### src/hdl/eg_pkg.sv
/* envelope generator package: slot sizes, credit depth, phase encoding,
   slot config, config write and output sample structs */
package eg_pkg;

	localparam int NUM_SLOTS = 4;             // operator slots per voice
	localparam int SLOT_W    = 2;             // slot index width
	localparam int CREDITS   = 4;             // downstream buffer depth
	localparam int CRED_W    = 3;             // holds 0..CREDITS
	localparam int TIME_W    = 16;            // envelope time counter
	localparam logic [9:0] EG_MAX = 10'h3ff;  // silent

	// one-hot phases, release is all zeros
	typedef enum logic [2:0] {
		RELEASE = 3'b000,
		ATTACK  = 3'b001,
		DECAY   = 3'b010,
		HOLD    = 3'b100
	} eg_phase_t;

	// per-slot registers, 36 bits
	typedef struct packed {
		logic [8:0] pad;     // spare
		logic [4:0] arate;   // attack rate
		logic [4:0] rate1;   // decay rate
		logic [4:0] rate2;   // sustain rate
		logic [3:0] rrate;   // release rate, low bit forced to 1
		logic [3:0] sl;      // sustain level, 15 means 31
		logic       ssg_en;  // repeating envelope on
		logic [2:0] ssg_eg;  // attack inv, alternate, hold
	} eg_cfg_t;

	// one write from the host side
	typedef struct packed {
		logic [SLOT_W-1:0] slot;
		eg_cfg_t           cfg;
		logic              keyon;
		logic              keyoff;
	} eg_wr_t;

	// one envelope sample to the operator stage
	typedef struct packed {
		logic [SLOT_W-1:0] slot;
		logic [9:0]        atten;   // after SSG inversion
		eg_phase_t         phase;
		logic              pg_rst;  // restart phase generator
	} eg_sample_t;

endpackage

### src/hdl/eg_regs.sv
/* eg_regs: per-slot config array and pending key-on/key-off commands */
`timescale 1ns/1ps

module eg_regs import eg_pkg::*; (
	input  logic              clk,
	input  logic              rst_n,
	input  logic              wr_en,
	input  eg_wr_t            wr,
	input  logic              go,
	input  logic [SLOT_W-1:0] cur_slot,
	output eg_cfg_t           cfg,
	output logic              keyon_now,
	output logic              keyoff_now
);

	eg_cfg_t              cfg_mem [NUM_SLOTS];  // one entry per slot
	logic [NUM_SLOTS-1:0] keyon_pend;            // waiting for slot visit
	logic [NUM_SLOTS-1:0] keyoff_pend;

	assign cfg = cfg_mem[cur_slot];  // read before this cycle's write lands

	// key-on has priority when both are waiting
	assign keyon_now  = go & keyon_pend[cur_slot];
	assign keyoff_now = go & keyoff_pend[cur_slot] & ~keyon_pend[cur_slot];

	always_ff @(posedge clk) begin
		if (!rst_n) begin
			keyon_pend  <= '0;
			keyoff_pend <= '0;
			for (int i = 0; i < NUM_SLOTS; i++) begin
				cfg_mem[i] <= '0;  // release at rate 1
			end
		end else begin
			if (go) begin
				keyon_pend[cur_slot]  <= 1'b0;  // consumed by this visit
				keyoff_pend[cur_slot] <= 1'b0;
			end
			// a new command in the same cycle waits for the next visit
			if (wr_en) begin
				cfg_mem[wr.slot] <= wr.cfg;
				if (wr.keyon) begin
					keyon_pend[wr.slot] <= 1'b1;
				end
				if (wr.keyoff) begin
					keyoff_pend[wr.slot] <= 1'b1;
				end
			end
		end
	end

	// a key-on written during its slot's visit survives the clear
	a_keyon_kept: assert property (
		@(posedge clk) disable iff (!rst_n)
		wr_en && wr.keyon |=> keyon_pend[$past(wr.slot)]
	) else $error("eg_regs: key-on write lost");

endmodule

### src/hdl/eg_ctrl.sv
/* eg_ctrl: next phase, base rate, SSG inversion and phase-generator reset
   for the slot under processing */
`timescale 1ns/1ps

module eg_ctrl import eg_pkg::*; (
	input  logic      keyon_now,
	input  logic      keyoff_now,
	input  eg_phase_t phase_in,
	input  logic [9:0] eg,         // stored attenuation
	input  eg_cfg_t   cfg,
	input  logic      ssg_inv_in,
	output logic      ssg_inv_out,
	output logic [4:0] base_rate,
	output eg_phase_t state_next,
	output logic      pg_rst
);

	logic [4:0] sustain;   // compared against eg[9:5]
	logic       ssg_att;   // attack inversion
	logic       ssg_alt;   // alternate on overflow
	logic       ssg_hold;  // stop on overflow
	logic       ssg_over;  // eg crossed 10'h200

	assign ssg_att  = cfg.ssg_eg[2];
	assign ssg_alt  = cfg.ssg_eg[1];
	assign ssg_hold = cfg.ssg_eg[0] & cfg.ssg_en;

	assign sustain  = (cfg.sl == 4'd15) ? 5'h1f : {1'b0, cfg.sl};  // 15 is the floor
	assign ssg_over = cfg.ssg_en & eg[9];

	// overflow with plain repeat restarts the phase generator too
	assign pg_rst = keyon_now | (ssg_over & ~(ssg_alt | ssg_hold));

	always_comb begin
		base_rate   = {cfg.rrate, 1'b1};  // release unless told otherwise
		state_next  = RELEASE;
		ssg_inv_out = 1'b0;               // release drops inversion
		if (keyon_now) begin
			base_rate   = cfg.arate;
			state_next  = ATTACK;
			ssg_inv_out = ssg_att & cfg.ssg_en;
		end else if (!keyoff_now) begin
			case (phase_in)
				ATTACK: begin
					base_rate   = (eg == 10'd0) ? cfg.rate1 : cfg.arate;
					state_next  = (eg == 10'd0) ? DECAY : ATTACK;  // peak reached
					ssg_inv_out = ssg_inv_in & cfg.ssg_en;
				end
				DECAY: begin
					if (ssg_over) begin
						base_rate   = ssg_hold ? 5'd0 : cfg.arate;
						state_next  = ssg_hold ? HOLD : ATTACK;       // repeat or stop
						ssg_inv_out = cfg.ssg_en & (ssg_alt ^ ssg_inv_in);
					end else begin
						base_rate   = (eg[9:5] >= sustain) ? cfg.rate2 : cfg.rate1;
						state_next  = DECAY;
						ssg_inv_out = ssg_inv_in & cfg.ssg_en;
					end
				end
				HOLD: begin
					base_rate   = 5'd0;  // frozen
					state_next  = HOLD;
					ssg_inv_out = ssg_inv_in & cfg.ssg_en;
				end
				default: begin
					base_rate   = {cfg.rrate, 1'b1};  // stays in release
					state_next  = RELEASE;
					ssg_inv_out = 1'b0;
				end
			endcase
		end
	end

endmodule

### src/hdl/eg_rate.sv
/* eg_rate: envelope time counter and the step enable and step size rule */
`timescale 1ns/1ps

module eg_rate import eg_pkg::*; (
	input  logic              clk,
	input  logic              rst_n,
	input  logic              go,
	input  logic [SLOT_W-1:0] cur_slot,
	input  logic [4:0]        base_rate,
	output logic              step_en,
	output logic [3:0]        step_size
);

	logic [TIME_W-1:0] time_cnt;  // one tick per full slot round
	logic [4:0]        inv_rate;  // 31 - rate
	logic [2:0]        shift;     // low counter bits that must be zero
	logic [TIME_W-1:0] mask;

	// time moves only when the last slot is processed
	always_ff @(posedge clk) begin
		if (!rst_n) begin
			time_cnt <= '0;
		end else if (go && cur_slot == SLOT_W'(NUM_SLOTS - 1)) begin
			time_cnt <= time_cnt + 1'b1;
		end
	end

	always_comb begin
		inv_rate  = 5'd31 - base_rate;
		shift     = inv_rate[4:2];                           // 0..7
		mask      = (TIME_W'(1) << shift) - TIME_W'(1);
		step_en   = (base_rate != 5'd0) && ((time_cnt & mask) == '0);  // rate 0 is frozen
		step_size = 4'd1 + {2'b00, base_rate[1:0]};          // 1..4 per step
	end

endmodule

### src/hdl/eg_step.sv
/* eg_step: slot sequencer, credit counter, per-slot phase/attenuation/inversion
   storage, attenuation update and output sample register */
`timescale 1ns/1ps

module eg_step import eg_pkg::*; (
	input  logic              clk,
	input  logic              rst_n,
	input  logic              credit_ret,   // one credit back per cycle
	output logic              go,           // process cur_slot now
	output logic [SLOT_W-1:0] cur_slot,
	output eg_phase_t         phase,        // stored state of cur_slot
	output logic [9:0]        eg,
	output logic              ssg_inv,
	input  eg_phase_t         state_next,
	input  logic              ssg_inv_out,
	input  logic              pg_rst,
	input  logic              step_en,
	input  logic [3:0]        step_size,
	output logic              out_valid,
	output eg_sample_t        out_sample
);

	logic [CRED_W-1:0]    credits;               // free downstream entries
	eg_phase_t            phase_mem [NUM_SLOTS];
	logic [9:0]           eg_mem    [NUM_SLOTS];
	logic [NUM_SLOTS-1:0] inv_mem;               // SSG output inversion
	logic [10:0]          att_dn;                // attack step, sign in bit 10
	logic [10:0]          rel_up;                // decay/release step, carry in bit 10
	logic [9:0]           eg_new;
	logic [9:0]           atten_out;

	assign go      = (credits != '0);  // stalls everything when empty
	assign phase   = phase_mem[cur_slot];
	assign eg      = eg_mem[cur_slot];
	assign ssg_inv = inv_mem[cur_slot];

	always_comb begin
		att_dn = {1'b0, eg} - {5'd0, eg[9:4]} - {7'd0, step_size};  // exponential approach
		rel_up = {1'b0, eg} + {7'd0, step_size};
		eg_new = eg;  // phase changes and key-on keep the level
		if (step_en && state_next == phase) begin
			case (state_next)
				ATTACK:         eg_new = att_dn[10] ? 10'd0 : att_dn[9:0];  // floor at 0
				DECAY, RELEASE: eg_new = (rel_up > {1'b0, EG_MAX}) ? EG_MAX : rel_up[9:0];
				default:        eg_new = eg;                               // hold
			endcase
		end
		// inverted around 10'h200, wraps to 10 bits
		atten_out = ssg_inv_out ? (10'h200 - eg_new) : eg_new;
	end

	always_ff @(posedge clk) begin
		if (!rst_n) begin
			credits   <= CRED_W'(CREDITS);
			cur_slot  <= '0;
			inv_mem   <= '0;
			out_valid <= 1'b0;
			for (int i = 0; i < NUM_SLOTS; i++) begin
				phase_mem[i] <= RELEASE;
				eg_mem[i]    <= EG_MAX;  // silent
			end
		end else begin
			case ({go, credit_ret})
				2'b10:   credits <= credits - 1'b1;
				2'b01:   credits <= credits + 1'b1;
				default: credits <= credits;  // none, or take and return
			endcase
			out_valid <= go;  // sample one cycle after processing
			if (go) begin
				phase_mem[cur_slot] <= state_next;
				eg_mem[cur_slot]    <= eg_new;
				inv_mem[cur_slot]   <= ssg_inv_out;
				cur_slot <= (cur_slot == SLOT_W'(NUM_SLOTS - 1)) ? '0 : cur_slot + 1'b1;
			end
		end
	end

	// sample payload, qualified by out_valid
	always_ff @(posedge clk) begin
		if (go) begin
			out_sample.slot   <= cur_slot;
			out_sample.atten  <= atten_out;
			out_sample.phase  <= state_next;
			out_sample.pg_rst <= pg_rst;
		end
	end

	// downstream must not hand back more than it was given
	a_credit_max: assert property (
		@(posedge clk) disable iff (!rst_n)
		credits <= CRED_W'(CREDITS)
	) else $error("eg_step: credit count above buffer depth");

endmodule

### src/hdl/eg_top.sv
/* eg_top: envelope generator top, config regs, phase control, rate and step blocks */
`timescale 1ns/1ps

module eg_top import eg_pkg::*; (
	input  logic       clk,
	input  logic       rst_n,
	input  logic       wr_en,
	input  eg_wr_t     wr,
	input  logic       credit_ret,
	output logic       out_valid,
	output eg_sample_t out_sample
);

	logic              go;           // slot processed this cycle
	logic [SLOT_W-1:0] cur_slot;
	eg_cfg_t           cfg;          // cfg of cur_slot
	logic              keyon_now;
	logic              keyoff_now;
	eg_phase_t         phase;        // stored phase of cur_slot
	logic [9:0]        eg;
	logic              ssg_inv;
	eg_phase_t         state_next;
	logic              ssg_inv_out;
	logic              pg_rst;
	logic [4:0]        base_rate;
	logic              step_en;
	logic [3:0]        step_size;

	eg_regs i_eg_regs (
		.clk        (clk),
		.rst_n      (rst_n),
		.wr_en      (wr_en),
		.wr         (wr),
		.go         (go),
		.cur_slot   (cur_slot),
		.cfg        (cfg),
		.keyon_now  (keyon_now),
		.keyoff_now (keyoff_now)
	);

	eg_ctrl i_eg_ctrl (
		.keyon_now   (keyon_now),
		.keyoff_now  (keyoff_now),
		.phase_in    (phase),
		.eg          (eg),
		.cfg         (cfg),
		.ssg_inv_in  (ssg_inv),
		.ssg_inv_out (ssg_inv_out),
		.base_rate   (base_rate),
		.state_next  (state_next),
		.pg_rst      (pg_rst)
	);

	eg_rate i_eg_rate (
		.clk       (clk),
		.rst_n     (rst_n),
		.go        (go),
		.cur_slot  (cur_slot),
		.base_rate (base_rate),
		.step_en   (step_en),
		.step_size (step_size)
	);

	eg_step i_eg_step (
		.clk         (clk),
		.rst_n       (rst_n),
		.credit_ret  (credit_ret),
		.go          (go),
		.cur_slot    (cur_slot),
		.phase       (phase),
		.eg          (eg),
		.ssg_inv     (ssg_inv),
		.state_next  (state_next),
		.ssg_inv_out (ssg_inv_out),
		.pg_rst      (pg_rst),
		.step_en     (step_en),
		.step_size   (step_size),
		.out_valid   (out_valid),
		.out_sample  (out_sample)
	);

endmodule

### config.mk
export PLATFORM = sky130hd
export DESIGN_NAME = eg_top
export DESIGN_NICKNAME = d
export VERILOG_FILES = /design/src/hdl/eg_pkg.sv /design/src/hdl/eg_regs.sv /design/src/hdl/eg_ctrl.sv /design/src/hdl/eg_rate.sv /design/src/hdl/eg_step.sv /design/src/hdl/eg_top.sv
export SDC_FILE = /design/constraint.sdc
export NUM_CORES = 1
export LEC_CHECK = 0
export ABC_AREA = 1
export BUFFER_PORTS_ARGS = -buffer_cell sky130_fd_sc_hd__buf_2
export CAP_MARGIN = 10
export CORE_ASPECT_RATIO = 1.2
export CORE_UTILIZATION = 37
export CTS_CLUSTER_DIAMETER = 150
export CTS_CLUSTER_SIZE = 25
export DETAILED_ROUTE_END_ITERATION = 10
export GPL_ROUTABILITY_DRIVEN = 1
export MAX_ROUTING_LAYER = met4
export PLACE_DENSITY = 0.49
export SLEW_MARGIN = 20
export SYNTH_ARGS = -nofsm -noshare
export SYNTH_HDL_FRONTEND = slang
export SYNTH_SLANG_ARGS = --single-unit
### constraint.sdc
create_clock -name clk -period 7 [get_ports clk]
set_input_delay 1.4 -clock clk [delete_from_list [all_inputs] [get_ports clk]]
set_output_delay 1.4 -clock clk [all_outputs]
set_load 0.01 [all_outputs]
==> impl_metrics.env <==
export IMPL_syn_inst=1329
export IMPL_cts_tree="done"
export IMPL_synth_top_area_share_pct=46.75
export IMPL_crit_path_end="i_eg_step.out_sample[11]$_DFFE_PN_"
export IMPL_die_area_um2=31260
export IMPL_crit_arrival_ns=6.58
export IMPL_die_w_um=161.6
export IMPL_grt_ovfl_total=0
export IMPL_synth_seq_cells=212
export IMPL_tightest_slew_ns=1.042
export IMPL_startpoint_type="flop"
export IMPL_slowest_stage="fa_1"
export IMPL_antenna_found_initial=0
export IMPL_vias=8848
export IMPL_port_buffers=51
export IMPL_initial_utilization_pct=37.85
export IMPL_clock_skew_ns=0.02286
export IMPL_synth_cell_types=50
export IMPL_tns_ns=0
export IMPL_drcViolationCount=0
export IMPL_grt_max_degree=53
export IMPL_drt_first_pass_iters=5
export IMPL_r2r_cells=39
export IMPL_synth_avg_cell_area_um2=8.507
export IMPL_ctsLongestPathBuffers=3
export IMPL_synth_edff_count=176
export IMPL_seq_area_um2=6008
export IMPL_period_share_pct=90.30
export IMPL_core_um2=29870
export IMPL_place_congestion=0.8587
export IMPL_row_count=69
export IMPL_cts_clk_slew_worst_paths_ns=0.11
export IMPL_htree_levels=1
export IMPL_relSlewSlack_pct=30.08
export IMPL_grtUsageTotal_pct=19.94
export IMPL_die_y_um=193.5
export IMPL_viasPerCell=5.022
export IMPL_antenna_left=0
export IMPL_hp_start="i_eg_rate.time_cnt[15]$_SDFFE_PN0P_"
export IMPL_grt_pass1_wl_mm=46.75
export IMPL_drt_iter0_markers=478
export IMPL_root_buffer="clkbuf_16"
export IMPL_netlist_area_um2=11310
export IMPL_insertedDiodeCount=0
export IMPL_drv_slew=0
export IMPL_hold_buffers=0
export IMPL_status="finished, final reports clean"
export IMPL_multiInputGateArea_um2=4467
export IMPL_async_flop_share_pct=0
export IMPL_synthFlopType="edfxtp_1"
export IMPL_wl_mm=29.98
export IMPL_timing_fmax_ghz=0.1582
export IMPL_final_core_util_pct=41.37
export IMPL_top_level_ports=61
export IMPL_cts_buffers=12
export IMPL_wl_per_cell_um=17.01
export IMPL_nets=1446
export IMPL_end_kind="flop"
export IMPL_syn_nets=1406
export IMPL_clock_latency_ns=0.49
export IMPL_crit_type="flop to flop"
export IMPL_grt_pass1_vias=8382
export IMPL_drive_gt1_share_pct=10.86
export IMPL_setup_viol=0
export IMPL_yosysWarningCount=0
export IMPL_critPathMaxFanout=33
export IMPL_drv_cap=0
export IMPL_worstPathRequired_ns=7.26
export IMPL_fin_crit_ns=6.321
export IMPL_nFillCells=3111
export IMPL_rsz0062_at_grt="false"
export IMPL_rrSetupSlack_ns=0.68
export IMPL_critPathMaxStageDelay_ns=0.49
export IMPL_dp_hpwl_mm=20.32
export IMPL_synth_largest_area_cell="edfxtp_1"
export IMPL_hp_class="flop to flop"
export IMPL_ys_top_cells_by_area="edfxtp_1 47%, nand2_1 11%, nor2_1 6.7%"
export IMPL_reg2reg_to="i_eg_step.out_sample[11]$_DFFE_PN_"
export IMPL_syn_to_final_growth_pct=9.297
export IMPL_final_hold_violation_count=0
export IMPL_yosysSeqAreaShare_pct=53.12
export IMPL_clkSinkCount=212
-- critical path, delay by kind of cell (launching register included) --
family	cells	cell delay [ns]
AND/OR/NAND/NOR	21	2.55
adder cells (fa/ha/maj)	4	1.35
AO/OA/AOI/OAI	8	1.15
buffers and inverters	6	0.62
flip-flops	1	0.40
-- logic make-up (layout without fill, tap and decap cells) --
logic type | count (synthesis) | after routing | share of synthesized area (%)
and+or+nand+nor | 688 | 688 | 25.48
DFF | 212 | 212 | 53.12
buffers and inverters | 205 | 248 | 7.470
AOI/OAI and AO/OA | 178 | 178 | 9.009
adders and majority gates | 33 | 33 | 3.918
xor gates and xnor gates | 13 | 13 | 1.007
-- metal layers --
metal | global-route usage, % | up-vias | wire (µm)
met1 | 24.72 | 4217 | 13270
met2 | 34.34 | 153 | 15060
met4 | 5.276 | 0 | 694
li1 | - | 4440 | -
met5 | - | - | 0
met3 | 2.166 | 38 | 945
-- worst min-delay path by stage --
stage                                                     end  slack, ns  cells after the start
after floorplan           i_eg_rate.time_cnt[15]$_SDFFE_PN0P_       0.42                      1
after global placement    i_eg_rate.time_cnt[15]$_SDFFE_PN0P_       0.44                      1
after detailed placement  i_eg_rate.time_cnt[15]$_SDFFE_PN0P_       0.44                      1
after CTS                 i_eg_rate.time_cnt[15]$_SDFFE_PN0P_       0.46                      1
after global routing      i_eg_rate.time_cnt[15]$_SDFFE_PN0P_       0.50                      1
final                     i_eg_rate.time_cnt[15]$_SDFFE_PN0P_       0.46                      1
-- flip-flops by register name, indices dropped and copies added (netlist names), 4 cells and up, named ones only --
signal and flops:
i_eg_regs.cfg_mem 108, i_eg_step.eg_mem 40, i_eg_rate.time_cnt 16, i_eg_step.out_sample 16, i_eg_step.phase_mem 12, i_eg_regs.keyoff_pend 4, i_eg_regs.keyon_pend 4, i_eg_step.inv_mem 4
-- cell type report --
| cell class | count | share of cell area [%] |
|---|---|---|
| Tap cell | 390 | 3.949 |
| Clock inverter | 1 | 0.1316 |
| Timing Repair Buffer | 71 | 3.483 |
| Inverter | 160 | 4.941 |
| Sequential cell | 212 | 48.62 |
| Multi-Input combinational cell | 912 | 36.15 |
| Clock buffer | 16 | 2.724 |
-- synth_stat cells, types with 8 or more instances --
master,n
nor2_1,202
nand4_1,11
inv_2,8
edfxtp_1,176
o21ai_1,8
buf_2,13
nand2_1,341
ha_1,29
xor2_1,11
inv_1,146
o22ai_1,14
nand2_2,20
o211ai_1,8
nand3_1,79
nor2_2,11
o21ai_0,79
dfxtp_1,36
clkbuf_1,20
a21oi_1,44
-- what timing repair did --
item | in CTS | in global routing
buffers inserted | 0 | 0
resized for setup | 0 | 14
setup endpoints to repair | 0 | 17
-- cell usage in the layout (no fill, tap or decap), types with 3 or more instances in the layout --
master	synthesis	final
a21oi_1	44	44
a32o_1	4	4
buf_2	13	51
buf_4	3	18
clkbuf_1	20	3
clkbuf_16	0	13
clkinv_1	5	4
dfxtp_1	36	34
edfxtp_1	176	176
fa_1	4	4
ha_1	29	29
inv_1	146	144
inv_2	8	10
nand2_1	341	340
nand2_2	20	21
nand3_1	79	79
nand3_2	5	5
nand4_1	11	11
nor2_1	202	200
nor2_2	11	13
nor3_1	6	6
o211ai_1	8	8
o21ai_0	79	78
o21ai_1	8	8
o221ai_1	3	3
o22a_1	3	3
o22ai_1	14	14
or2_2	3	3
xor2_1	11	11
-- through the flow --
| stage | std cells | area (µm²) | setup slack [ns] | hold WS, ns |
|---|---|---|---|---|
| global placement | 1745 | 11970 | 0.2000 | 0.4364 |
| floorplan | 1329 | 11310 | 0.7452 | 0.4223 |
| global route | 1762 | 12360 | 0.09947 | 0.4958 |
| finish | 1762 | 12360 | 0.6787 | 0.4611 |
| detailed placement | 1745 | 11970 | 0.1392 | 0.4447 |
| CTS | 1762 | 12330 | 0.1135 | 0.4615 |
Power is not shown: default switching activity piles up to over one toggle a cycle in this logic, so the estimate is an artifact.
